File: src/host_link_config.svh
`ifndef HOST_LINK_CONFIG_SVH
`define HOST_LINK_CONFIG_SVH

// memory word and reply width
`define HL_WORD_W 16

// one serial field, command or data
`define HL_BYTE_W 8

`define HL_ADDR_W 10
`define HL_MEM_DEPTH 1024

// words summed by one checksum pass
`define HL_SCAN_WORDS 16

// flops on host_clk and host_din before use
`define HL_SYNC_STAGES 2

`endif

File: src/host_link_pkg.sv
`include "host_link_config.svh"

package host_link_pkg;

  typedef logic [`HL_WORD_W-1:0] mem_word_t;
  typedef logic [`HL_ADDR_W-1:0] mem_addr_t;

  // opcodes carried in the first byte of a host frame
  typedef enum logic [`HL_BYTE_W-1:0] {
    SET_DATA_LO = 8'h10,
    SET_DATA_HI = 8'h11,
    SET_ADDR_LO = 8'h12,
    SET_ADDR_HI = 8'h13,
    MEM_WRITE   = 8'hA0,
    MEM_READ    = 8'hA1,
    SCAN_START  = 8'hA3,
    SCAN_RESULT = 8'hA4
  } host_cmd_e;

  typedef enum logic [1:0] {
    LINK_IDLE,    // waiting for a start bit
    LINK_SHIFT,   // collecting command and data bits
    LINK_HOLD     // frame complete, waiting for cmd_done
  } link_state_e;

  typedef enum logic [1:0] {
    ENG_IDLE,
    ENG_EXEC,
    ENG_BUS,
    ENG_WAIT_SCAN
  } engine_state_e;

endpackage

File: src/mem_bus_if.sv
`include "host_link_config.svh"

interface mem_bus_if import host_link_pkg::*; ();

  logic      psel;
  logic      penable;
  logic      pwrite;
  mem_addr_t paddr;
  mem_word_t pwdata;
  mem_word_t prdata;
  logic      pready;

  modport requester (
    output psel,
    output penable,
    output pwrite,
    output paddr,
    output pwdata,
    input  prdata,
    input  pready
  );

  modport completer (
    input  psel,
    input  penable,
    input  pwrite,
    input  paddr,
    input  pwdata,
    output prdata,
    output pready
  );

endinterface

File: src/checksum_scanner.sv
`include "host_link_config.svh"

module checksum_scanner import host_link_pkg::*; (
  input  logic         sys_clk,
  input  logic         sys_rst_n,
  input  logic         scan_start,
  input  mem_addr_t    scan_addr,
  output logic         scan_busy,
  output mem_word_t    scan_sum,
  mem_bus_if.requester bus
);

  localparam int CNT_W = $clog2(`HL_SCAN_WORDS);

  logic [CNT_W-1:0] word_cnt;
  mem_word_t        acc;
  logic             xfer_done;

  assign xfer_done = bus.psel && bus.penable && bus.pready;

  always_ff @(posedge sys_clk or negedge sys_rst_n) begin
    if (!sys_rst_n) begin
      scan_busy   <= 1'b0;
      scan_sum    <= '0;
      word_cnt    <= '0;
      acc         <= '0;
      bus.psel    <= 1'b0;
      bus.penable <= 1'b0;
    end else if (!scan_busy) begin
      if (scan_start) begin
        scan_busy <= 1'b1;
        word_cnt  <= '0;
        acc       <= '0;
        bus.psel  <= 1'b1;
      end
    end else if (xfer_done) begin
      acc         <= acc + bus.prdata;   // wraps mod 2^16
      word_cnt    <= word_cnt + 1'b1;
      bus.penable <= 1'b0;               // next setup follows directly
      if (word_cnt == CNT_W'(`HL_SCAN_WORDS - 1)) begin
        scan_busy <= 1'b0;
        scan_sum  <= acc + bus.prdata;
        bus.psel  <= 1'b0;
      end
    end else if (bus.psel && !bus.penable) begin
      bus.penable <= 1'b1;
    end
  end

  // address walks forward and wraps at the end of memory
  always_ff @(posedge sys_clk) begin
    if (!scan_busy && scan_start) begin
      bus.paddr <= scan_addr;
    end else if (xfer_done) begin
      bus.paddr <= (bus.paddr == mem_addr_t'(`HL_MEM_DEPTH - 1)) ? '0 : bus.paddr + 1'b1;
    end
  end

  assign bus.pwrite = 1'b0;   // read only
  assign bus.pwdata = '0;

endmodule

File: src/flat_wrapper.sv
// flat-port wrapper written by rule: the top's interface ports become plain ports
module checksum_scanner_flat import host_link_pkg::*;
  (sys_clk, sys_rst_n, scan_start, scan_addr, scan_busy, scan_sum, bus_psel, bus_penable, bus_pwrite, bus_paddr, bus_pwdata, bus_prdata, bus_pready);
  mem_bus_if bus_i ();
  input  logic sys_clk;
  input  logic sys_rst_n;
  input  logic scan_start;
  input  mem_addr_t scan_addr;
  output logic scan_busy;
  output mem_word_t scan_sum;
  output wire logic [$bits(bus_i.psel)-1:0] bus_psel;
  output wire logic [$bits(bus_i.penable)-1:0] bus_penable;
  output wire logic [$bits(bus_i.pwrite)-1:0] bus_pwrite;
  output wire logic [$bits(bus_i.paddr)-1:0] bus_paddr;
  output wire logic [$bits(bus_i.pwdata)-1:0] bus_pwdata;
  input wire logic [$bits(bus_i.prdata)-1:0] bus_prdata;
  input wire logic [$bits(bus_i.pready)-1:0] bus_pready;
  assign bus_psel = bus_i.psel;
  assign bus_penable = bus_i.penable;
  assign bus_pwrite = bus_i.pwrite;
  assign bus_paddr = bus_i.paddr;
  assign bus_pwdata = bus_i.pwdata;
  assign bus_i.prdata = bus_prdata;
  assign bus_i.pready = bus_pready;
  checksum_scanner u_core (.sys_clk(sys_clk), .sys_rst_n(sys_rst_n), .scan_start(scan_start), .scan_addr(scan_addr), .scan_busy(scan_busy), .scan_sum(scan_sum), .bus(bus_i));
endmodule
File: config.mk
export PLATFORM = sky130hd
export DESIGN_NAME = checksum_scanner_flat
export DESIGN_NICKNAME = d
export VERILOG_FILES = /design/src/host_link_pkg.sv /design/src/mem_bus_if.sv /design/src/checksum_scanner.sv /design/src/flat_wrapper.sv
export VERILOG_INCLUDE_DIRS = /design/src
export SDC_FILE = /design/constraint.sdc
export NUM_CORES = 1
export LEC_CHECK = 0
export BUFFER_PORTS_ARGS = -buffer_cell sky130_fd_sc_hd__buf_2
export CAP_MARGIN = 20
export CORE_ASPECT_RATIO = 0.7
export CORE_MARGIN = 8
export CORE_UTILIZATION = 53
export CTS_BUF_LIST = sky130_fd_sc_hd__clkbuf_16
export DETAILED_ROUTE_END_ITERATION = 10
export HOLD_SLACK_MARGIN = 0.15
export PLACE_DENSITY = 0.8
export SLEW_MARGIN = 25
export SYNTH_ARGS = -nofsm -noshare
export SYNTH_HDL_FRONTEND = slang
export SYNTH_SLANG_ARGS = --single-unit
File: constraint.sdc
create_clock -name sys_clk -period 4.9 [get_ports sys_clk]
set_clock_uncertainty 0.15 [all_clocks]
set_input_delay 0.98 -clock sys_clk [delete_from_list [all_inputs] [get_ports sys_clk]]
set_output_delay 0.98 -clock sys_clk [all_outputs]
set_load 0.01 [all_outputs]
==> metrics.txt <==
Max Cap Viol=0; CP max stage delay=0.45 ns; synthesized area=3052 µm²; Max Slew Vio Count=0; Layout Nets=433; largest net degree at the start of global routing=40; met2 wire len=3.225 mm; Fmax=322.9 MHz; worst hold margin=0.3243 ns; core box area=5640 µm²; via count=2,568; master of the slowest instance on the critical path=fa_1; Hold Crit Depth=2; RR Endpoint=u_core.acc[14]; antenna violations before repair=0; I/O pin count=76; global-route wire length before repair=12.07 mm; CP cell instances=buf_2, ha_1, fa_1, a21oi_2, o21ai_2, a2111oi_2, nor3_2, a32o_1, or3_1; final cell count without fillers=461; routed wl met3=479 µm; Worst Tran Pin Value=0.8604 ns; Ys Warns=0; WL per Instance=15.48 µm; CTS buffer count=5; port bufs=58; Worst Setup End Kind=flop; # Post-CTS Setup Buffers=0; leakage=0.001653 µW; crit path max fanout=5; GRT overflow=0; ratio of cells with drive above 1 in the final layout=20.21%; commonest non-fill, non-tap cell in the layout=buf_2; worst-case clock buffer depth=2; H-tree Lvls=2; Period minus WS final=3.097 ns; Row Count=23; Initial Util=54.10%; RSZ-0062 raised after global routing=false; Post-CTS Hold Buffers=0; run status=finished, final reports clean; clock sinks=49; vias in the first global route=2,462; final worst slack=1.803 ns; gr usage total=17.38%; Synth cell types=51; Worst-path clk slew=0.07 ns; Routed WL=7.135 mm; worst hold path type=flop to flop; Setup Total Neg Slack=0 ns; final hold violation count=0; VDD IR max=0.2131 mV; Final setup viols=0; CTS tree=built; remaining antenna violation count after routing=0; worst r2r src=u_core.acc[0]; Min-Delay Startpoint=u_core.scan_sum[4]; crit path kind=primary input to flop; RePlAce Congestion=0.8419; Post-synth EDFFs=10; Power Density=602.8 nW/µm²; Worst EP arrival=3.12 ns; worst reg-to-reg setup slack=2.21 ns; Placed Cells incl. Taps=453; area grow syn2layout=14.06%; Critical Path RT=4.92 ns; top routing layer in use=met4; M1 wire length=3.376 mm; DIE HEIGHT=79.49 µm; DR pass1 iterations=4; Yosys reg bits=49; most used flip-flop cell after synthesis=dfrtp_1; CP startpoint=bus_prdata[0]; DR vias/cell=5.570; crit start category=primary input; antenna cell count=0; DP Wirelength=5.340 mm; Iteration-0 DRC Markers=148; clk root buf=clkbuf_16; Async SR Flop Fraction=79.59%; Die ar.=8481 µm²; Max-slew headroom=42.64%; most frequent cells in the layout=buf_2 (58), nand2_1 (47), dfrtp_1 (39); sequential fraction of the synthesis area=41.82%; DRC viols=0; Mean Syn Cell Area=9.192 µm²; fin crit share=63.19%; Synth Instances=332; pre-CTS WS=1.522 ns; R2R cell count=8; CTS resizes=0; die width=106.7 µm; clock latency on the worst-skew pair=0.29 ns; worst hold endpoint=u_core.scan_sum[4]
-- critical path: cells and delay by family --
| kind | cells | cell delay, ns |
|---|---|---|
| simple gates | 2 | 0.44 |
| compound gates | 4 | 0.92 |
| buf+inv | 1 | 0.10 |
| fa+ha+maj | 2 | 0.69 |
-- synth_stat cells, drive strengths merged, types with 7 or more instances --
cell    count  area, µm²
nand4       7      43.79
dfrtp      39      975.9
clkbuf     12      45.04
edfxtp     10      300.3
a21oi      15      86.34
xor2       11      96.34
nand3      22      110.1
nor2       19      73.82
o21ai      42      214.0
nand2      47      176.4
xnor2      10      87.58
nor3        7      40.04
ha         17      212.7
buf        19      137.6
a21o        8      60.06
-- cell families after synthesis --
| family | after synthesis | share of synthesized area [%] |
|---|---|---|
| other cells | 1 | 0.1229 |
| simple gates | 122 | 18.86 |
| flops | 49 | 41.82 |
| xor+xnor | 22 | 6.765 |
| mux | 2 | 0.6560 |
| buf+inv | 33 | 6.232 |
| compound gates | 85 | 17.92 |
| fa+ha+maj | 18 | 7.626 |
-- per-layer routing --
metal  vias to the layer above  track usage [%]
li1                       1273                -
met1                      1214            24.42
met2                        77            25.62
met3                         4            4.516
met4                         0            5.035
met5                         -                0
-- how the worst max path moves through the flow --
stage,endpoint,cells after the start
2_1_floorplan,u_core.acc[14],8
6_report,u_core.acc[14],9
4_1_cts,u_core.acc[14],9
3_5_place_dp,u_core.acc[14],9
5_1_grt,u_core.acc[14],9
3_3_place_gp,u_core.acc[14],9
-- stage by stage --
stage	cell area (µm²)	power [µW]	utilization, %
global route	3481	2270	61.71
CTS	3481	2100	61.71
finish	3481	2098	61.71
global placement	3336	1712	59.14
floorplan	3112	1469	-
detailed placement	3336	1750	59.14
-- area by class of cell --
cell class                      count  area, µm²
Fill cell                         474       2160
Multi-Input combinational cell    266       1645
Sequential cell                    49       1276
Timing Repair Buffer               61      312.8
Clock buffer                        5      125.1
Tap cell                           75      93.84
Clock inverter                      3      20.02
Inverter                            2      7.507
-- where the power goes --
group	leakage (µW)	total, µW	switching, µW	internal (µW)
Sequential	0.000592	708	114	593
Clock	0.0000712	342	154	188
Combinational	0.000990	1050	624	425
Total	0.00165	2100	892	1210
-- sequential cells by signal (all words and copies together) (netlist names) --
signal	flops
u_core.bus.psel	1
u_core.bus.penable	1
u_core.scan_busy	1
u_core.word_cnt	4
u_core.scan_sum	16
u_core.acc	16
u_core.bus.paddr	10
No activity file was read; power rests on OpenSTA's default activity.
