===== src/host_link_config.svh =====
`ifndef HOST_LINK_CONFIG_SVH
`define HOST_LINK_CONFIG_SVH

// memory word and reply width
`define HL_WORD_W 16

// one serial field, command or data
`define HL_BYTE_W 8

`define HL_ADDR_W 10
`define HL_MEM_DEPTH 1024

// words summed by one checksum pass
`define HL_SCAN_WORDS 16

// flops on host_clk and host_din before use
`define HL_SYNC_STAGES 2

`endif


===== src/host_link_pkg.sv =====
`include "host_link_config.svh"

package host_link_pkg;

  typedef logic [`HL_WORD_W-1:0] mem_word_t;
  typedef logic [`HL_ADDR_W-1:0] mem_addr_t;

  // opcodes carried in the first byte of a host frame
  typedef enum logic [`HL_BYTE_W-1:0] {
    SET_DATA_LO = 8'h10,
    SET_DATA_HI = 8'h11,
    SET_ADDR_LO = 8'h12,
    SET_ADDR_HI = 8'h13,
    MEM_WRITE   = 8'hA0,
    MEM_READ    = 8'hA1,
    SCAN_START  = 8'hA3,
    SCAN_RESULT = 8'hA4
  } host_cmd_e;

  typedef enum logic [1:0] {
    LINK_IDLE,    // waiting for a start bit
    LINK_SHIFT,   // collecting command and data bits
    LINK_HOLD     // frame complete, waiting for cmd_done
  } link_state_e;

  typedef enum logic [1:0] {
    ENG_IDLE,
    ENG_EXEC,
    ENG_BUS,
    ENG_WAIT_SCAN
  } engine_state_e;

endpackage


===== src/serial_host_port.sv =====
`include "host_link_config.svh"

module serial_host_port import host_link_pkg::*; (
  input  logic                  sys_clk,
  input  logic                  sys_rst_n,
  input  logic                  host_clk,
  input  logic                  host_din,
  input  logic                  cmd_done,
  input  logic                  reply_valid,
  input  mem_word_t             reply_word,
  output logic                  cmd_valid,
  output host_cmd_e             cmd,
  output logic [`HL_BYTE_W-1:0] cmd_data,
  output logic                  host_dout
);

  localparam int FRAME_BITS = 2 * `HL_BYTE_W;
  localparam int REPLY_BITS = `HL_WORD_W + 2;   // start 1, word, stop 0
  localparam int TX_CNT_W   = $clog2(REPLY_BITS + 1);

  logic [`HL_SYNC_STAGES-1:0]    clk_sync;
  logic [`HL_SYNC_STAGES-1:0]    din_sync;
  logic                          clk_prev;
  logic                          clk_rise;
  logic                          din_s;
  link_state_e                   link_state;
  logic [$clog2(FRAME_BITS)-1:0] rx_cnt;
  logic [FRAME_BITS-1:0]         rx_shift;
  logic [TX_CNT_W-1:0]           tx_cnt;
  logic [REPLY_BITS-1:0]         tx_shift;

  always_ff @(posedge sys_clk or negedge sys_rst_n) begin
    if (!sys_rst_n) begin
      clk_sync <= '0;
      din_sync <= '0;
      clk_prev <= 1'b0;
    end else begin
      clk_sync <= {clk_sync[`HL_SYNC_STAGES-2:0], host_clk};
      din_sync <= {din_sync[`HL_SYNC_STAGES-2:0], host_din};
      clk_prev <= clk_sync[`HL_SYNC_STAGES-1];
    end
  end

  assign clk_rise = clk_sync[`HL_SYNC_STAGES-1] & ~clk_prev;
  assign din_s    = din_sync[`HL_SYNC_STAGES-1];

  always_ff @(posedge sys_clk or negedge sys_rst_n) begin
    if (!sys_rst_n) begin
      link_state <= LINK_IDLE;
      rx_cnt     <= '0;
    end else begin
      case (link_state)
        LINK_IDLE: begin
          if (clk_rise && din_s) begin   // start bit
            link_state <= LINK_SHIFT;
            rx_cnt     <= '0;
          end
        end
        LINK_SHIFT: begin
          if (clk_rise) begin
            rx_cnt <= rx_cnt + 1'b1;
            if (rx_cnt == FRAME_BITS - 1) begin
              link_state <= LINK_HOLD;
            end
          end
        end
        LINK_HOLD: begin
          if (cmd_done) begin
            link_state <= LINK_IDLE;
          end
        end
        default: link_state <= LINK_IDLE;
      endcase
    end
  end

  // lsb first, so new bits enter at the top
  always_ff @(posedge sys_clk) begin
    if (link_state == LINK_SHIFT && clk_rise) begin
      rx_shift <= {din_s, rx_shift[FRAME_BITS-1:1]};
    end
  end

  assign cmd_valid = (link_state == LINK_HOLD);
  assign cmd       = host_cmd_e'(rx_shift[`HL_BYTE_W-1:0]);
  assign cmd_data  = rx_shift[FRAME_BITS-1:`HL_BYTE_W];

  always_ff @(posedge sys_clk or negedge sys_rst_n) begin
    if (!sys_rst_n) begin
      tx_cnt    <= '0;
      host_dout <= 1'b0;
    end else if (reply_valid) begin
      tx_cnt <= TX_CNT_W'(REPLY_BITS);
    end else if (clk_rise && tx_cnt != '0) begin
      host_dout <= tx_shift[0];
      tx_cnt    <= tx_cnt - 1'b1;
    end
  end

  always_ff @(posedge sys_clk) begin
    if (reply_valid) begin
      tx_shift <= {1'b0, reply_word, 1'b1};
    end else if (clk_rise && tx_cnt != '0) begin
      tx_shift <= tx_shift >> 1;
    end
  end

endmodule


===== config.mk =====
export PLATFORM = sky130hd
export DESIGN_NAME = serial_host_port
export DESIGN_NICKNAME = d
export VERILOG_FILES = /design/src/host_link_pkg.sv /design/src/serial_host_port.sv
export VERILOG_INCLUDE_DIRS = /design/src
export SDC_FILE = /design/constraint.sdc
export NUM_CORES = 1
export LEC_CHECK = 0
export BUFFER_PORTS_ARGS = -buffer_cell sky130_fd_sc_hd__buf_2
export CAP_MARGIN = 15
export CORE_MARGIN = 3
export CORE_UTILIZATION = 48
export CTS_BUF_LIST = sky130_fd_sc_hd__clkbuf_8 sky130_fd_sc_hd__clkbuf_16
export CTS_CLUSTER_DIAMETER = 150
export DETAILED_ROUTE_END_ITERATION = 16
export PLACE_DENSITY = 0.74
export SETUP_SLACK_MARGIN = 0.15
export SYNTH_ARGS = -nofsm -noshare
export SYNTH_HDL_FRONTEND = slang
export SYNTH_SLANG_ARGS = --single-unit

===== constraint.sdc =====
create_clock -name sys_clk -period 2.33 [get_ports sys_clk]
set_input_delay 0.1165 -clock sys_clk [delete_from_list [all_inputs] [get_ports sys_clk]]
set_output_delay 0.1165 -clock sys_clk [all_outputs]
set_load 0.005 [all_outputs]

==> results.md <==
* EDFF count, synth at 32
* Unique masters post-synth at 37
* R2R cell count at 5
* Top cells by count, synth: edfxtp_1, nor2b_1, dfrtp_1, a22o_1, nor2_1
* Peak supply drop at 0.358 mV
* Worst setup EP type: flop
* Share of cells above drive strength 1 at 29.2%
* Vias post-DR at 1287
* PortBufs at 39
* CP top delay family: simple AND/OR/NAND/NOR gates
* Skew-Pair Late Insertion Delay at approximately 0.3 ns
* Internal reg-to-reg setup slack at 0.36 ns
* Top Layer Used: met4
* WL met3 at 163 um
* RSZ-0062 raised after global routing: false
* Worst Path Required at 2.29 ns
* Total GRT Usage at 16.0%
* Count leader, synth: edfxtp_1
* Largest net degree at the start of global routing at 44
* Slew headroom at 54.0%
* WP data arrival at 1.93 ns
* Slew Viols, Final at 0
* Worst Clk Skew at ~0.007 ns
* Final setup fails at 0
* Critical path type: flop to flop
* Setup crit start: tx_cnt[0]
* Synth Net Count at around 160
* CTS tree: yes
* Die Ht at between 70 and 80 um
* DR DRC count at 0
* P&R area growth vs syn at 17.2%
* Critical Path End: tx_shift[16]
* Ant. Diodes at 0
* Slowest-stage cell, CP: or2_1
* Hold Fails Final Rpt at 0
* CTS H-tree depth at 2
* Synth area leaders: edfxtp_1, dfrtp_1, a22o_1
* Final Net Count at 208
* Status: completed
* Slowest Stage Delay on Critical Path at 0.48 ns
* Seq cells post-synth at 50
* Warnings, synthesis at 0
* Hold Path Origin: cmd_done
* Main synth FF type: edfxtp_1
* CTS clk-pin slew, worst paths at 0.08 ns
* Num CTS Buffers at 5
* Fin crit share at a little over four fifths
* F_max at 507 MHz
* Pwr/cell area at 800 nW/um^2
* Number of post-CTS setup repair buffers at 0
* DIE AREA at 5060 sq um
* Detail-routed via count per cell at 5.48
* Pre-antenna DRT Iters at 4
* Die width at 71.1 um
* Hold Path Class: input pin to flop
* Pwr Total at around 0.0019 W
* Core box area at a little over 4000 sq um
* Met1 wire length at 1600 um
* Number of global-route vias before repair at about 1300
* DRT iter0 DRCs at 80
* Crit start category: flop
* Final instance area at approximately 2400 sq um
* Root buf cell: clkbuf_8
* Synth Instances at 139
* Number of fill cells in the layout at ~310
* Total congestion overflow at 0
* Total Wirelength at 3700 um
* Post-Syn Area at 2030 sq um
* Rows at 23
* Worst slew pin tran at about 0.69 ns
* Io pins at 40
* Finished Core Util at about three fifths
* Global-route wire length before repair at 6180 um
* Top cell type's share of synthesized area at 47.2%
* Post-DP HPWL at around 2500 um
* Cell area after placement at 2270 sq um
* Cells along the critical path: inv_1, ha_1, nor4b_2, nor2_1, or2_1
* Reg-to-Reg Start: tx_cnt[0]
* Post-Syn Area per Cell at approximately 15 sq um
* Max Root-Sink Buffers at 2
* Final ANT Viol Nets at 0
* CP Depth at 5
* LEAKAGE at about 0.96 nW
* Initial antenna violation count at 0
* Max-Cap Viols at 0
* Crit-path max FO at 16
* Seq/Total Area, Yosys at 69.1%
* Routability cong. at about 0.75
* Cell taking the most area after synthesis: edfxtp_1
* Buffers & Inverters on Critical Path at 1
* CTS sink count at 50
* Post-layout min period at between 1.5 and 2 ns
* Initial Util at about half
* Setup TNS at 0 ns
* Met2 wire len at 1830 um
* Ys async rst share at roughly a third
* RR Endpoint: tx_shift[16]
* Routed len/inst at 15.7 um
==> placed cells by master, fill, tap and decap left out, types with 2 or more instances in the layout <==
cell type and n:
nand2b_1 3, nor2_1 11, nand3_1 2, nor3b_1 2
edfxtp_1 32, nor2b_1 18, buf_2 39, inv_1 4
clkinv_2 2, dfrtp_1 17, clkbuf_8 5, mux2i_1 2
mux2_2 2, buf_4 2, dlygate4sd3_1 3, a22o_1 16
ha_1 2
==> flip-flops by register name (all words and copies together) (netlist names), 2 cells and up <==
signal,count
clk_sync,2
link_state,2
tx_cnt,5
tx_shift,17
rx_shift,16
rx_cnt,4
din_sync,2
==> worst register-to-register path, cell delays in order, from the launching register on <==
cell	delay, ns
dfrtp_1	0.41
inv_1	0.10
ha_1	0.22
nor4b_2	0.33
nor2_1	0.10
or2_1	0.48
==> report_power, final <==
part	total [W]	switching, W	internal [W]
combinational	0.000288	0.000142	0.000146
sequential	0.00114	0.0000735	0.00107
clock	0.000476	0.000272	0.000204
==> logic make-up after synthesis <==
logic type / synth area share [%]
flops: 69.1
simple gates: 13.5
compound gates: 10.8
buf+inv: 2.52
mux: 2.83
fa+ha+maj: 1.23
==> layer usage <==
metal | GRT usage (%) | vias up
met5 | 0 | -
met4 | 7.52 | 0
met3 | 5.11 | 12
met2 | 24.3 | 33
met1 | 20.8 | 634
li1 | - | 608
==> worst min path at each step <==
stage,slack (ns),cells past startpoint,endpoint
2_1_floorplan,-0.18,0,clk_prev
3_3_place_gp,0.05,1,host_dout
3_5_place_dp,0.05,1,host_dout
4_1_cts,0.08,3,link_state[1]
5_1_grt,0.1,2,tx_shift[4]
6_report,0.08,3,link_state[1]
==> through the flow <==
stage,std cells,worst slack [ns],hold WS [ns]
CTS,235,0.348,0.0819
detailed placement,224,0.367,0.0492
global route,235,0.199,0.0979
finish,235,0.358,0.0806
global placement,224,0.512,0.0508
floorplan,139,0.434,-0.179
==> timing repair <==
action | 4_1_cts | 5_1_grt
resized for setup | 0 | 0
hold buffers | 3 | 0
endpoints found under the hold margin | 19 | 0
==> final cells by class <==
type | count | area [sq um] | share of cell area, %
multi-input combinational | 80 | 582 | 24.4
clock buffer | 5 | 68.8 | 2.89
timing repair buffer | 44 | 240 | 10.1
sequential | 50 | 1410 | 59.0
tap | 50 | 62.6 | 2.62
inverter | 3 | 11.3 | 0.472
clock inverter | 3 | 13.8 | 0.577
(Power assumes the default switching activity.)
