### src/host_link_config.svh
`ifndef HOST_LINK_CONFIG_SVH
`define HOST_LINK_CONFIG_SVH

// memory word and reply width
`define HL_WORD_W 16

// one serial field, command or data
`define HL_BYTE_W 8

`define HL_ADDR_W 10
`define HL_MEM_DEPTH 1024

// words summed by one checksum pass
`define HL_SCAN_WORDS 16

// flops on host_clk and host_din before use
`define HL_SYNC_STAGES 2

`endif

### src/host_link_pkg.sv
`include "host_link_config.svh"

package host_link_pkg;

  typedef logic [`HL_WORD_W-1:0] mem_word_t;
  typedef logic [`HL_ADDR_W-1:0] mem_addr_t;

  // opcodes carried in the first byte of a host frame
  typedef enum logic [`HL_BYTE_W-1:0] {
    SET_DATA_LO = 8'h10,
    SET_DATA_HI = 8'h11,
    SET_ADDR_LO = 8'h12,
    SET_ADDR_HI = 8'h13,
    MEM_WRITE   = 8'hA0,
    MEM_READ    = 8'hA1,
    SCAN_START  = 8'hA3,
    SCAN_RESULT = 8'hA4
  } host_cmd_e;

  typedef enum logic [1:0] {
    LINK_IDLE,    // waiting for a start bit
    LINK_SHIFT,   // collecting command and data bits
    LINK_HOLD     // frame complete, waiting for cmd_done
  } link_state_e;

  typedef enum logic [1:0] {
    ENG_IDLE,
    ENG_EXEC,
    ENG_BUS,
    ENG_WAIT_SCAN
  } engine_state_e;

endpackage

### src/mem_bus_if.sv
`include "host_link_config.svh"

interface mem_bus_if import host_link_pkg::*; ();

  logic      psel;
  logic      penable;
  logic      pwrite;
  mem_addr_t paddr;
  mem_word_t pwdata;
  mem_word_t prdata;
  logic      pready;

  modport requester (
    output psel,
    output penable,
    output pwrite,
    output paddr,
    output pwdata,
    input  prdata,
    input  pready
  );

  modport completer (
    input  psel,
    input  penable,
    input  pwrite,
    input  paddr,
    input  pwdata,
    output prdata,
    output pready
  );

endinterface

### src/mem_arbiter.sv
module mem_arbiter (
  input  logic         sys_clk,
  input  logic         sys_rst_n,
  mem_bus_if.completer eng_bus,
  mem_bus_if.completer scan_bus,
  mem_bus_if.requester mem_bus
);

  logic busy_q;         // a transfer owns the memory bus
  logic owner_scan_q;
  logic gnt_eng;
  logic gnt_scan;
  logic done;

  always_comb begin
    if (busy_q) begin
      gnt_eng  = !owner_scan_q;
      gnt_scan = owner_scan_q;
    end else begin
      gnt_eng  = eng_bus.psel;   // engine wins ties
      gnt_scan = !eng_bus.psel && scan_bus.psel;
    end
  end

  assign done = mem_bus.psel && mem_bus.penable && mem_bus.pready;

  always_ff @(posedge sys_clk or negedge sys_rst_n) begin
    if (!sys_rst_n) begin
      busy_q       <= 1'b0;
      owner_scan_q <= 1'b0;
    end else if (done) begin
      busy_q <= 1'b0;
    end else if (!busy_q && (gnt_eng || gnt_scan)) begin
      busy_q       <= 1'b1;
      owner_scan_q <= gnt_scan;
    end
  end

  // grant cycle is the setup cycle on the memory side
  assign mem_bus.psel    = gnt_scan ? scan_bus.psel : (gnt_eng && eng_bus.psel);
  assign mem_bus.penable = busy_q && (owner_scan_q ? scan_bus.penable : eng_bus.penable);
  assign mem_bus.pwrite  = gnt_scan ? scan_bus.pwrite : eng_bus.pwrite;
  assign mem_bus.paddr   = gnt_scan ? scan_bus.paddr : eng_bus.paddr;
  assign mem_bus.pwdata  = gnt_scan ? scan_bus.pwdata : eng_bus.pwdata;

  assign eng_bus.prdata  = mem_bus.prdata;
  assign scan_bus.prdata = mem_bus.prdata;
  assign eng_bus.pready  = gnt_eng && mem_bus.pready;
  assign scan_bus.pready = gnt_scan && mem_bus.pready;

endmodule

### src/flat_wrapper.sv
// flat-port wrapper written by rule: the top's interface ports become plain ports
module mem_arbiter_flat 
  (sys_clk, sys_rst_n, eng_bus_psel, eng_bus_penable, eng_bus_pwrite, eng_bus_paddr, eng_bus_pwdata, eng_bus_prdata, eng_bus_pready, scan_bus_psel, scan_bus_penable, scan_bus_pwrite, scan_bus_paddr, scan_bus_pwdata, scan_bus_prdata, scan_bus_pready, mem_bus_psel, mem_bus_penable, mem_bus_pwrite, mem_bus_paddr, mem_bus_pwdata, mem_bus_prdata, mem_bus_pready);
  mem_bus_if eng_bus_i ();
  mem_bus_if scan_bus_i ();
  mem_bus_if mem_bus_i ();
  input  logic sys_clk;
  input  logic sys_rst_n;
  input wire logic [$bits(eng_bus_i.psel)-1:0] eng_bus_psel;
  input wire logic [$bits(eng_bus_i.penable)-1:0] eng_bus_penable;
  input wire logic [$bits(eng_bus_i.pwrite)-1:0] eng_bus_pwrite;
  input wire logic [$bits(eng_bus_i.paddr)-1:0] eng_bus_paddr;
  input wire logic [$bits(eng_bus_i.pwdata)-1:0] eng_bus_pwdata;
  output wire logic [$bits(eng_bus_i.prdata)-1:0] eng_bus_prdata;
  output wire logic [$bits(eng_bus_i.pready)-1:0] eng_bus_pready;
  input wire logic [$bits(scan_bus_i.psel)-1:0] scan_bus_psel;
  input wire logic [$bits(scan_bus_i.penable)-1:0] scan_bus_penable;
  input wire logic [$bits(scan_bus_i.pwrite)-1:0] scan_bus_pwrite;
  input wire logic [$bits(scan_bus_i.paddr)-1:0] scan_bus_paddr;
  input wire logic [$bits(scan_bus_i.pwdata)-1:0] scan_bus_pwdata;
  output wire logic [$bits(scan_bus_i.prdata)-1:0] scan_bus_prdata;
  output wire logic [$bits(scan_bus_i.pready)-1:0] scan_bus_pready;
  output wire logic [$bits(mem_bus_i.psel)-1:0] mem_bus_psel;
  output wire logic [$bits(mem_bus_i.penable)-1:0] mem_bus_penable;
  output wire logic [$bits(mem_bus_i.pwrite)-1:0] mem_bus_pwrite;
  output wire logic [$bits(mem_bus_i.paddr)-1:0] mem_bus_paddr;
  output wire logic [$bits(mem_bus_i.pwdata)-1:0] mem_bus_pwdata;
  input wire logic [$bits(mem_bus_i.prdata)-1:0] mem_bus_prdata;
  input wire logic [$bits(mem_bus_i.pready)-1:0] mem_bus_pready;
  assign eng_bus_i.psel = eng_bus_psel;
  assign eng_bus_i.penable = eng_bus_penable;
  assign eng_bus_i.pwrite = eng_bus_pwrite;
  assign eng_bus_i.paddr = eng_bus_paddr;
  assign eng_bus_i.pwdata = eng_bus_pwdata;
  assign eng_bus_prdata = eng_bus_i.prdata;
  assign eng_bus_pready = eng_bus_i.pready;
  assign scan_bus_i.psel = scan_bus_psel;
  assign scan_bus_i.penable = scan_bus_penable;
  assign scan_bus_i.pwrite = scan_bus_pwrite;
  assign scan_bus_i.paddr = scan_bus_paddr;
  assign scan_bus_i.pwdata = scan_bus_pwdata;
  assign scan_bus_prdata = scan_bus_i.prdata;
  assign scan_bus_pready = scan_bus_i.pready;
  assign mem_bus_psel = mem_bus_i.psel;
  assign mem_bus_penable = mem_bus_i.penable;
  assign mem_bus_pwrite = mem_bus_i.pwrite;
  assign mem_bus_paddr = mem_bus_i.paddr;
  assign mem_bus_pwdata = mem_bus_i.pwdata;
  assign mem_bus_i.prdata = mem_bus_prdata;
  assign mem_bus_i.pready = mem_bus_pready;
  mem_arbiter u_core (.sys_clk(sys_clk), .sys_rst_n(sys_rst_n), .eng_bus(eng_bus_i), .scan_bus(scan_bus_i), .mem_bus(mem_bus_i));
endmodule
### config.mk
export PLATFORM = sky130hd
export DESIGN_NAME = mem_arbiter_flat
export DESIGN_NICKNAME = d
export VERILOG_FILES = /design/src/host_link_pkg.sv /design/src/mem_bus_if.sv /design/src/mem_arbiter.sv /design/src/flat_wrapper.sv
export VERILOG_INCLUDE_DIRS = /design/src
export SDC_FILE = /design/constraint.sdc
export NUM_CORES = 1
export LEC_CHECK = 0
export ABC_AREA = 1
export CAP_MARGIN = 20
export CORE_AREA = 2 2 54 56
export CTS_BUF_LIST = sky130_fd_sc_hd__clkbuf_16
export CTS_CLUSTER_DIAMETER = 50
export CTS_CLUSTER_SIZE = 14
export DETAILED_ROUTE_END_ITERATION = 7
export DIE_AREA = 0 0 56 58
export DONT_BUFFER_PORTS = 1
export GPL_TIMING_DRIVEN = 0
export PLACE_DENSITY = 0.52
export SLEW_MARGIN = 40
export SYNTH_ARGS = -nofsm -noshare
export SYNTH_HDL_FRONTEND = slang
export SYNTH_SLANG_ARGS = --single-unit
### constraint.sdc
create_clock -name sys_clk -period 1.2 [get_ports sys_clk]
set_clock_uncertainty 0.2 [all_clocks]
set_input_delay 0.12 -clock sys_clk [delete_from_list [all_inputs] [get_ports sys_clk]]
set_output_delay 0.12 -clock sys_clk [all_outputs]
set_load 0.02 [all_outputs]
==> flow_summary_export.csv, run 1 <==
group,metric,value,unit
outcome,status,"finished with violations",
outcome,violations,"negative hold slack, negative setup slack",
yosys,yosys_warnings,0,
clock_tree,tritoncts,"built",
yosys,synth_top_cell_by_area,"nand2_1",
yosys,yosysSeqAreaShare,6.29,%
critical_path,cp.required,0.88,ns
pwr,ir_drop,2.34,mV
finish,final_cell_area,1430,um2
sta,fin_crit_sh,134,%
finish,layout_common_cells,"39 x nand2_4, 37 x buf_4, 30 x nand2_1, 19 x nand2_2, 7 x buf_6",
critical_path,critPathArrivalTime,1.29,ns
pwr,comb_power_share,80.2,%
route,drt_iter0_drc,9,
grt,grt.overflow.total,0,
route,ant_nets,0,
sta,worst_pin_slew,0.204,ns
pwr,intPower,1.43,mW
yosys,synth_area_per_cell,5.56,um2
pwr,switchingPower,1.67,mW
sta,worst_hold_slack,-0.0170,ns
floorplan,core,2660,um2
pwr,powerDensity,2170,nW/um2
grt,grt_pass1_wl,3.51,mm
hold_path,min_path_type,"input pin to flip-flop",
pwr,switching_share,53.8,%
placed_design,placement.io_buffers,0,
route,via_count,909,
pwr,power.share.clock,15.9,%
finish,area_growth,79.6,%
floorplan,pin_count,140,
placed_design,dpl_cell_area,966,um2
pwr,power,3.11,mW
placed_design,dp_hpwl,1.87,mm
route,firstDrtPassIters,2,
finish,antennaDiodeCount,0,
yosys,syn_area,796,um2
placed_design,place_inst,174,
critical_path,cp_max_fo,10,
critical_path,worst-setup-path-type,"flip-flop to output pin",
floorplan,rows,19,
clock_tree,htreeDepth,1,
finish,final_common_cell,"nand2_4",
sta,fmax,0.621,GHz
placed_design,place_congestion,0.675,
sta,fin_ws,-0.411,ns
floorplan,die-area,3250,um2
floorplan,die_w,56,um
clock_tree,cts_root_buf,"clkbuf_16",
critical_path,start_kind,"flip-flop",
critical_path,endpoint_kind,"output pin",
finish,regArea,51.3,um2
grt,grt_pass1_vias,861,
floorplan,start_util,29.9,%
clock_tree,clock_latency,0.22,ns
yosys,ys_types,17,
route,wl_per_cell,13.8,um
sta,setup_violations,33,
floorplan,die_h,58,um
sta,drv_slew,0,
yosys,synth_seq_cells,2,
grt,antenna_found_initial,0,
yosys,synth_top_area_share,36.8,%
yosys,synth_fp_nets,220,
yosys,synth_area_leaders,"nand2_1 37%, buf_4 32%, nand2_2 7.9%",
sta,rsz0062_at_grt,"true",
finish,drive_gt1_share,75.0,%
grt,gr-usage-all-layers,13.5,%
finish,nets,239,
yosys,syn_inst,143,
placed_design,pre_cts_ws,-0.254,ns
route,avgViaCountPerCell,4.76,
critical_path,rrSetupSlack,-0.22,ns
clock_tree,clockBufferDepth,2,
grt,grt_max_degree,11,
clock_tree,cts_made_buffers,3,
sta,fin_crit,1.61,ns
route,routed_wl,2.63,mm
finish,instances_no_fill,191,
route,drc_errors,0,
finish,num-fill-cells,219,
clock_tree,clk_pin_slew,0.03,ns
flow_run,drv_cap,0,
sta,slew-limit-headroom,86.3,%
pwr,p_leak,0.732,nW
sta,hold_viol,1,
clock_tree,clkSinkCount,2,
pwr,power_frac_seq,3.9,%
finish,multiInputGateArea,793,um2
## repair_timing
item | in CTS | in global routing
resized for setup | 41 | 28
endpoints found under the hold margin | 4 | 2
endpoints found under the setup margin | 32 | 33
pin swaps | 14 | 10
gates cloned | 1 | 0
hold buffers | 2 | 2
setup buffers | 8 | 1
## Yosys cell counts
| master | n |
|---|---|
| a21oi_1 | 1 |
| buf_12 | 1 |
| buf_4 | 34 |
| buf_6 | 1 |
| dfrtp_1 | 2 |
| inv_1 | 5 |
| inv_2 | 1 |
| inv_8 | 1 |
| nand2_1 | 78 |
| nand2_2 | 10 |
| nand2_4 | 1 |
| nand3_1 | 1 |
| nand3b_4 | 1 |
| nor2_1 | 2 |
| nor2_2 | 1 |
| nor3_1 | 1 |
| o21ai_0 | 2 |
## cell families after synthesis
group	Yosys count	share of synthesized area, %
AO/OA/AOI/OAI	3	1.89
buffers and inverters	43	40.3
AND/OR/NAND/NOR	95	51.6
flip-flops	2	6.29
## flip-flops by register name (all words and copies together), names as in the netlist
register,count
u_core.busy_q,1
u_core.owner_scan_q,1
## power by group through the flow
stage / registers, mW / logic (mW) / clock network (mW)
finish: 0.120 / 2.49 / 0.495
global placement: 0.118 / 1.79 / 0
detailed placement: 0.119 / 1.80 / 0
CTS: 0.119 / 2.29 / 0.503
global route: 0.124 / 2.65 / 0.514
floorplan: 0.113 / 1.64 / 0
## metal layers
| layer | share of wire [%] | wire length, um | track usage (%) | vias to the layer above |
|---|---|---|---|---|
| li1 | - | - | - | 429 |
| met1 | 25 | 668 | 10.6 | 400 |
| met2 | 62 | 1630 | 30.4 | 78 |
| met3 | 12 | 322 | 3.13 | 2 |
| met4 | 0.38 | 10 | 5.10 | 0 |
| met5 | 0 | 0 | 0 | - |
## critical path, stage by stage, from the launching register on
cell and delay, ns:
dfrtp_2 0.43, inv_2 0.08, nand3b_4 0.11, nand2_8 0.11
inv_8 0.05, buf_12 0.14, nand2_2 0.07, nand2_4 0.07
## final cells by class
cell class                 count  area share [%]
multi-input combinational     98            55.5
buffer                        36            20.6
timing repair buffer          14            9.98
clock buffer                   3            5.25
sequential                     2            3.59
tap                           31            2.71
inverter                       7            2.36
## final timing paths
kind                                          start                  end  depth (start not counted)
worst min-delay path                  scan_bus_psel  u_core.owner_scan_q                          3
min in group asynchronous                 sys_rst_n        u_core.busy_q                          2
worst min register to register  u_core.owner_scan_q  u_core.owner_scan_q                          3
worst max register to register        u_core.busy_q        u_core.busy_q                          6
max in group asynchronous                 sys_rst_n        u_core.busy_q                          2
worst max-delay path                  u_core.busy_q     mem_bus_paddr[2]                          7
## metrics by stage
step	util, %	setup TNS, ns
floorplan	-	-3.15
global placement	36.3	-5.97
detailed placement	36.3	-6.30
CTS	48.4	-12.27
global route	53.7	-13.96
finish	53.7	-12.24
Note: power is estimated with default switching activity, not from simulation.
==> inputs of run 2 (changes only) <==
CORE_AREA = 2 2 53 55   (was 2 2 54 56)
DIE_AREA = 0 0 55 57   (was 0 0 56 58)
clock period = 1.85 ns   (was 1.2 ns; I/O delays follow)
==> run 2 against run 1 <==
Net effect: largest power group unchanged; wire length shrank 20%; highest routed layer is now met3; sequential power fell by 33%; die area is 3.5% lower; final cell count fell by 4.7%; hold slack improved by 0.067 ns; the flow now finishes without violations.
==> flow_summary_export.csv, run 2 (synthesis results as in run 1) <==
group,metric,value,unit
outcome,status,"finished clean",
pwr,switching_share,56.7,%
clock_tree,cts_made_buffers,3,
pwr,powerDensity,1440,nW/um2
pwr,switchingPower,0.825,mW
sta,slew-limit-headroom,75.4,%
sta,fmax,0.570,GHz
pwr,intPower,0.631,mW
sta,drv_slew,0,
placed_design,pre_cts_ws,0.256,ns
sta,fin_crit,1.76,ns
sta,setup_violations,0,
clock_tree,cts_root_buf,"clkbuf_16",
route,firstDrtPassIters,4,
critical_path,worst-r2r-cell-count,3,
finish,instances_no_fill,182,
route,wl_per_cell,11.5,um
critical_path,cp.required,1.46,ns
grt,grt.overflow.total,0,
finish,final_cell_area,1010,um2
grt,grt_pass1_vias,611,
critical_path,cp_max_fo,10,
flow_run,drv_cap,0,
route,via_count,844,
route,drt_iter0_drc,14,
clock_tree,tritoncts,"built",
sta,rsz0062_at_grt,"false",
critical_path,slowest_delay,0.44,ns
sta,worst_hold_slack,0.0499,ns
finish,area_growth,27.0,%
route,avgViaCountPerCell,4.64,
floorplan,die-area,3140,um2
critical_path,cp_top_family,"simple AND/OR/NAND/NOR gates",
sta,final.setup.tns,0,ns
placed_design,place_congestion,0.685,
grt,grt_max_degree,11,
sta,fin_crit_sh,94.9,%
route,routed_wl,2.10,mm
floorplan,core,2620,um2
pwr,comb_power_share,72.1,%
clock_tree,clk_pin_slew,0.03,ns
floorplan,die_h,57,um
placed_design,place_inst,174,
clock_tree,clkSinkCount,2,
sta,hold_viol,0,
finish,top_regs,"u_core.busy_q (1), u_core.owner_scan_q (1)",
placed_design,dpl_cell_area,835,um2
route,drc_errors,0,
pwr,power,1.46,mW
finish,antennaDiodeCount,0,
route,ant_nets,0,
sta,worst_pin_slew,0.368,ns
critical_path,critical_path.slowest_cell,"dfrtp_2",
critical_path,crit_cells,6,
placed_design,placement.io_buffers,0,
finish,layout_common_cells,"65 x nand2_1, 33 x buf_4, 23 x nand2_2, 5 x inv_1, 5 x dlygate4sd3_1",
clock_tree,clockBufferDepth,2,
critical_path,crit_chain,"inv_2 -> nand3b_4 -> nand2_8 -> buf_4 -> nand2_1 -> nand2_1",
floorplan,start_util,30.4,%
critical_path,cp-startpoint,"u_core.busy_q",
floorplan,rows,19,
placed_design,dp_hpwl,1.67,mm
finish,final_common_cell,"nand2_1",
pwr,power.share.clock,22.4,%
critical_path,worst-setup-path-type,"flip-flop to output pin",
critical_path,rrSetupSlack,0.18,ns
finish,drive_gt1_share,45.0,%
hold_path,min-delay-start,"eng_bus_psel",
finish,final_util,38.7,%
critical_path,rr_startpoint,"u_core.busy_q",
grt,grt_pass1_wl,2.50,mm
grt,gr-usage-all-layers,10.6,%
sta,fin_ws,0.0947,ns
clock_tree,clock_latency,0.22,ns
critical_path,cp.buffers_inverters,2,
floorplan,pin_count,140,
pwr,power_frac_seq,5.5,%
finish,nets,230,
floorplan,die_w,55,um
pwr,p_leak,0.593,nW
critical_path,rr_endpoint,"u_core.busy_q",
hold_path,min_path_type,"input pin to flip-flop",
clock_tree,htreeDepth,1,
critical_path,path_common_cell,"nand2_1",
pwr,ir_drop,0.722,mV
critical_path,endpoint_kind,"output pin",
critical_path,crit_path_end,"mem_bus_pwdata[6]",
critical_path,critPathArrivalTime,1.37,ns
grt,antenna_found_initial,0,
critical_path,start_kind,"flip-flop",
run 2: changes by cell type in the layout (fill, tap and decap cells not counted), sizes merged:
cell | before | now
dlygate4sd3 | 4 | 5
buf | 46 | 36
run 2: timing repair:
action / CTS / global route
endpoints found under the hold margin: 4 / 0
endpoints found under the setup margin: 0 / 21
setup buffers: 0 / 0
resized for setup: 0 / 17
hold buffers: 5 / 0
run 2: final cells by class:
| type | instances | area (um2) |
|---|---|---|
| fill | 271 | 1600 |
| clock buffer | 3 | 75.1 |
| timing repair buffer | 5 | 50.0 |
| sequential | 2 | 51.3 |
| tap | 31 | 38.8 |
| multi-input combinational | 98 | 472 |
| buffer | 36 | 290 |
| inverter | 7 | 33.8 |
run 2: how the worst min path moves through the flow:
stage / end / depth (start not counted) / slack (ns)
floorplan: u_core.busy_q / 0 / -0.31
global placement: u_core.busy_q / 0 / -0.31
detailed placement: u_core.busy_q / 0 / -0.31
CTS: u_core.owner_scan_q / 3 / 0.04
global route: u_core.busy_q / 3 / 0.1
finish: u_core.owner_scan_q / 3 / 0.05
run 2: routing by layer:
layer / wire length, um / GRT usage, % / up-vias / share of wire [%]
met5: 0 / 0 / - / 0
met4: 0 / 3.14 / 0 / 0
met3: 271 / 1.05 / 0 / 13
met2: 1200 / 21.3 / 77 / 57
met1: 622 / 10.7 / 353 / 30
li1: - / - / 414 / -
run 2: power by group through the flow:
| stage | clock [mW] | sequential, mW | combinational, mW |
|---|---|---|---|
| CTS | 0.327 | 0.0761 | 0.997 |
| finish | 0.326 | 0.0799 | 1.05 |
| floorplan | 0 | 0.0735 | 0.888 |
| detailed placement | 0 | 0.0761 | 0.986 |
| global placement | 0 | 0.0763 | 0.971 |
| global route | 0.334 | 0.0834 | 1.16 |
run 2: worst reg2reg max path, cell delays in order (launching register included):
cell           delay (ns)
dfrtp_2              0.44
nor3_1               0.25
dlygate4sd3_1        0.61
a21oi_1              0.05
==> inputs of run 3 (changes only) <==
PLACE_DENSITY = unset   (was 0.52)
PLACE_DENSITY_LB_ADDON = 0.1   (was unset)
==> run 3 against run 2 <==
Net effect: final cell count unchanged; register-to-register slack improved by 0.09 ns; via count decreased by 1.3%; combinational power about the same; die area is the same; utilization fell by 0.14 points; maximum frequency decreased by 2.0%; total power is 0.59% lower; cell area decreased by 0.37%; first-iteration DRC count fell by 36%; clock-buffer cell count unchanged; largest cell class unchanged.
==> flow_summary_export.csv, run 3 (synthesis results as in run 1) <==
group,metric,value,unit
clock_tree,clock_latency,0.22,ns
grt,antenna_found_initial,0,
pwr,p_leak,0.591,nW
floorplan,start_util,30.4,%
clock_tree,cts_made_buffers,3,
route,wl_met2,1.14,mm
hold_path,min_path_type,"input pin to flip-flop",
placed_design,place_congestion,0.654,
route,routed_wl,2.08,mm
pwr,switching_share,56.7,%
placed_design,dp_hpwl,1.65,mm
sta,drv_slew,0,
critical_path,cp_max_fo,10,
floorplan,die-area,3140,um2
placed_design,dpl_cell_area,835,um2
route,route.layer.met1.wl,663,um
finish,num-fill-cells,276,
route,via_count,833,
finish,regArea,51.3,um2
route,drt_iter0_drc,9,
flow_run,drv_cap,0,
grt,grt_pass1_vias,633,
pwr,comb_power_share,72.1,%
finish,final_util,38.5,%
sta,worst_hold_slack,0.0292,ns
outcome,status,"finished clean",
critical_path,start_kind,"flip-flop",
critical_path,rr_startpoint,"u_core.busy_q",
route,ant_nets,0,
sta,worst_pin_slew,0.366,ns
critical_path,crit_path_end,"mem_bus_pwdata[13]",
pwr,power_frac_seq,5.4,%
route,avgViaCountPerCell,4.58,
route,wl_per_cell,11.4,um
finish,instances_no_fill,182,
route,drc_errors,0,
clock_tree,clkSinkCount,2,
critical_path,worst-setup-path-type,"flip-flop to output pin",
critical_path,cp.required,1.46,ns
clock_tree,clockBufferDepth,2,
finish,area_growth,26.6,%
sta,fin_crit_sh,96.8,%
pwr,switchingPower,0.820,mW
floorplan,die_h,57,um
floorplan,pin_count,140,
clock_tree,clk_pin_slew,0.03,ns
critical_path,cp-startpoint,"u_core.busy_q",
placed_design,place_inst,174,
clock_tree,tritoncts,"built",
pwr,intPower,0.627,mW
sta,setup_violations,0,
clock_tree,postCtsSetupRepairBufs,0,
critical_path,rrSetupSlack,0.27,ns
finish,final_cell_area,1010,um2
grt,grt.overflow.total,0,
route,top_layer_used,"met4",
clock_tree,cts_root_buf,"clkbuf_16",
finish,multiInputGateArea,468,um2
sta,fin_crit,1.79,ns
placed_design,placement.io_buffers,0,
pwr,ir_drop,0.657,mV
floorplan,core,2620,um2
floorplan,rows,19,
sta,hold_viol,0,
pwr,powerDensity,1440,nW/um2
grt,grt_max_degree,11,
grt,gr-usage-all-layers,11.9,%
sta,rsz0062_at_grt,"true",
finish,nets,230,
finish,drive_gt1_share,47.7,%
finish,top_regs,"u_core.busy_q (1), u_core.owner_scan_q (1)",
sta,fmax,0.558,GHz
critical_path,rr_endpoint,"u_core.busy_q",
grt,grt_pass1_wl,2.59,mm
finish,antennaDiodeCount,0,
pwr,power,1.45,mW
critical_path,endpoint_kind,"output pin",
sta,slew-limit-headroom,75.5,%
route,wl_met3,255,um
pwr,power.share.clock,22.4,%
route,firstDrtPassIters,4,
finish,layout_common_cells,"61 x nand2_1, 33 x buf_4, 27 x nand2_2, 5 x inv_1, 5 x dlygate4sd3_1",
critical_path,worst-r2r-cell-count,3,
floorplan,die_w,55,um
clock_tree,htreeDepth,1,
critical_path,critPathArrivalTime,1.41,ns
finish,final_common_cell,"nand2_1",
[run 3: cell count changes in the layout (fill, tap and decap cells not counted)]
cell / delta
nand2_8: -1
nor2_2: +1
nand2_2: +4
nand2_4: +1
nor2_4: -1
nand2_1: -4
[run 3: layout make-up]
cell class	count	share of cell area [%]
buffer	36	28.8
clock buffer	3	7.45
inverter	7	3.35
multi-input combinational	98	46.5
sequential	2	5.09
tap	31	3.85
timing repair buffer	5	4.97
[run 3: power by group through the flow]
stage	Sequential [mW]	Clock, mW	Combinational [mW]
2_1_floorplan	0.0735	0	0.888
3_3_place_gp	0.0780	0	0.979
3_5_place_dp	0.0778	0	0.984
4_1_cts	0.0775	0.332	0.996
5_1_grt	0.0818	0.346	1.15
6_report	0.0789	0.324	1.04
[run 3: per-layer routing]
layer,up-vias,global-route usage [%]
met3,2,3.14
met4,0,8.36
met5,-,0
met1,342,11.5
met2,80,20.7
li1,409,-
[run 3: critical path: stages, from the launching register on]
cell and delay [ns]:
dfrtp_2 0.43, inv_2 0.08, nand3b_4 0.08, nand2_4 0.16
buf_4 0.19, nand2_1 0.06, nand2_1 0.17
[run 3: per-stage QoR]
step                setup TNS [ns]  setup slack [ns]
floorplan                        0             0.380
global placement                 0             0.280
detailed placement               0             0.281
CTS                              0            0.0458
global route              -0.00135         -0.000936
finish                           0            0.0586
[run 3: worst min path at each step]
stage,startpoint,cells past startpoint,end
2_1_floorplan,sys_rst_n,0,u_core.busy_q
3_3_place_gp,sys_rst_n,0,u_core.busy_q
3_5_place_dp,sys_rst_n,0,u_core.busy_q
4_1_cts,eng_bus_psel,3,u_core.owner_scan_q
5_1_grt,mem_bus_pready,3,u_core.busy_q
6_report,eng_bus_psel,3,u_core.owner_scan_q
[run 3: repair_timing]
action | in CTS | in global routing
hold endpoints to repair | 4 | 0
resized for setup | 0 | 19
hold buffers | 5 | 0
setup endpoints to repair | 0 | 21
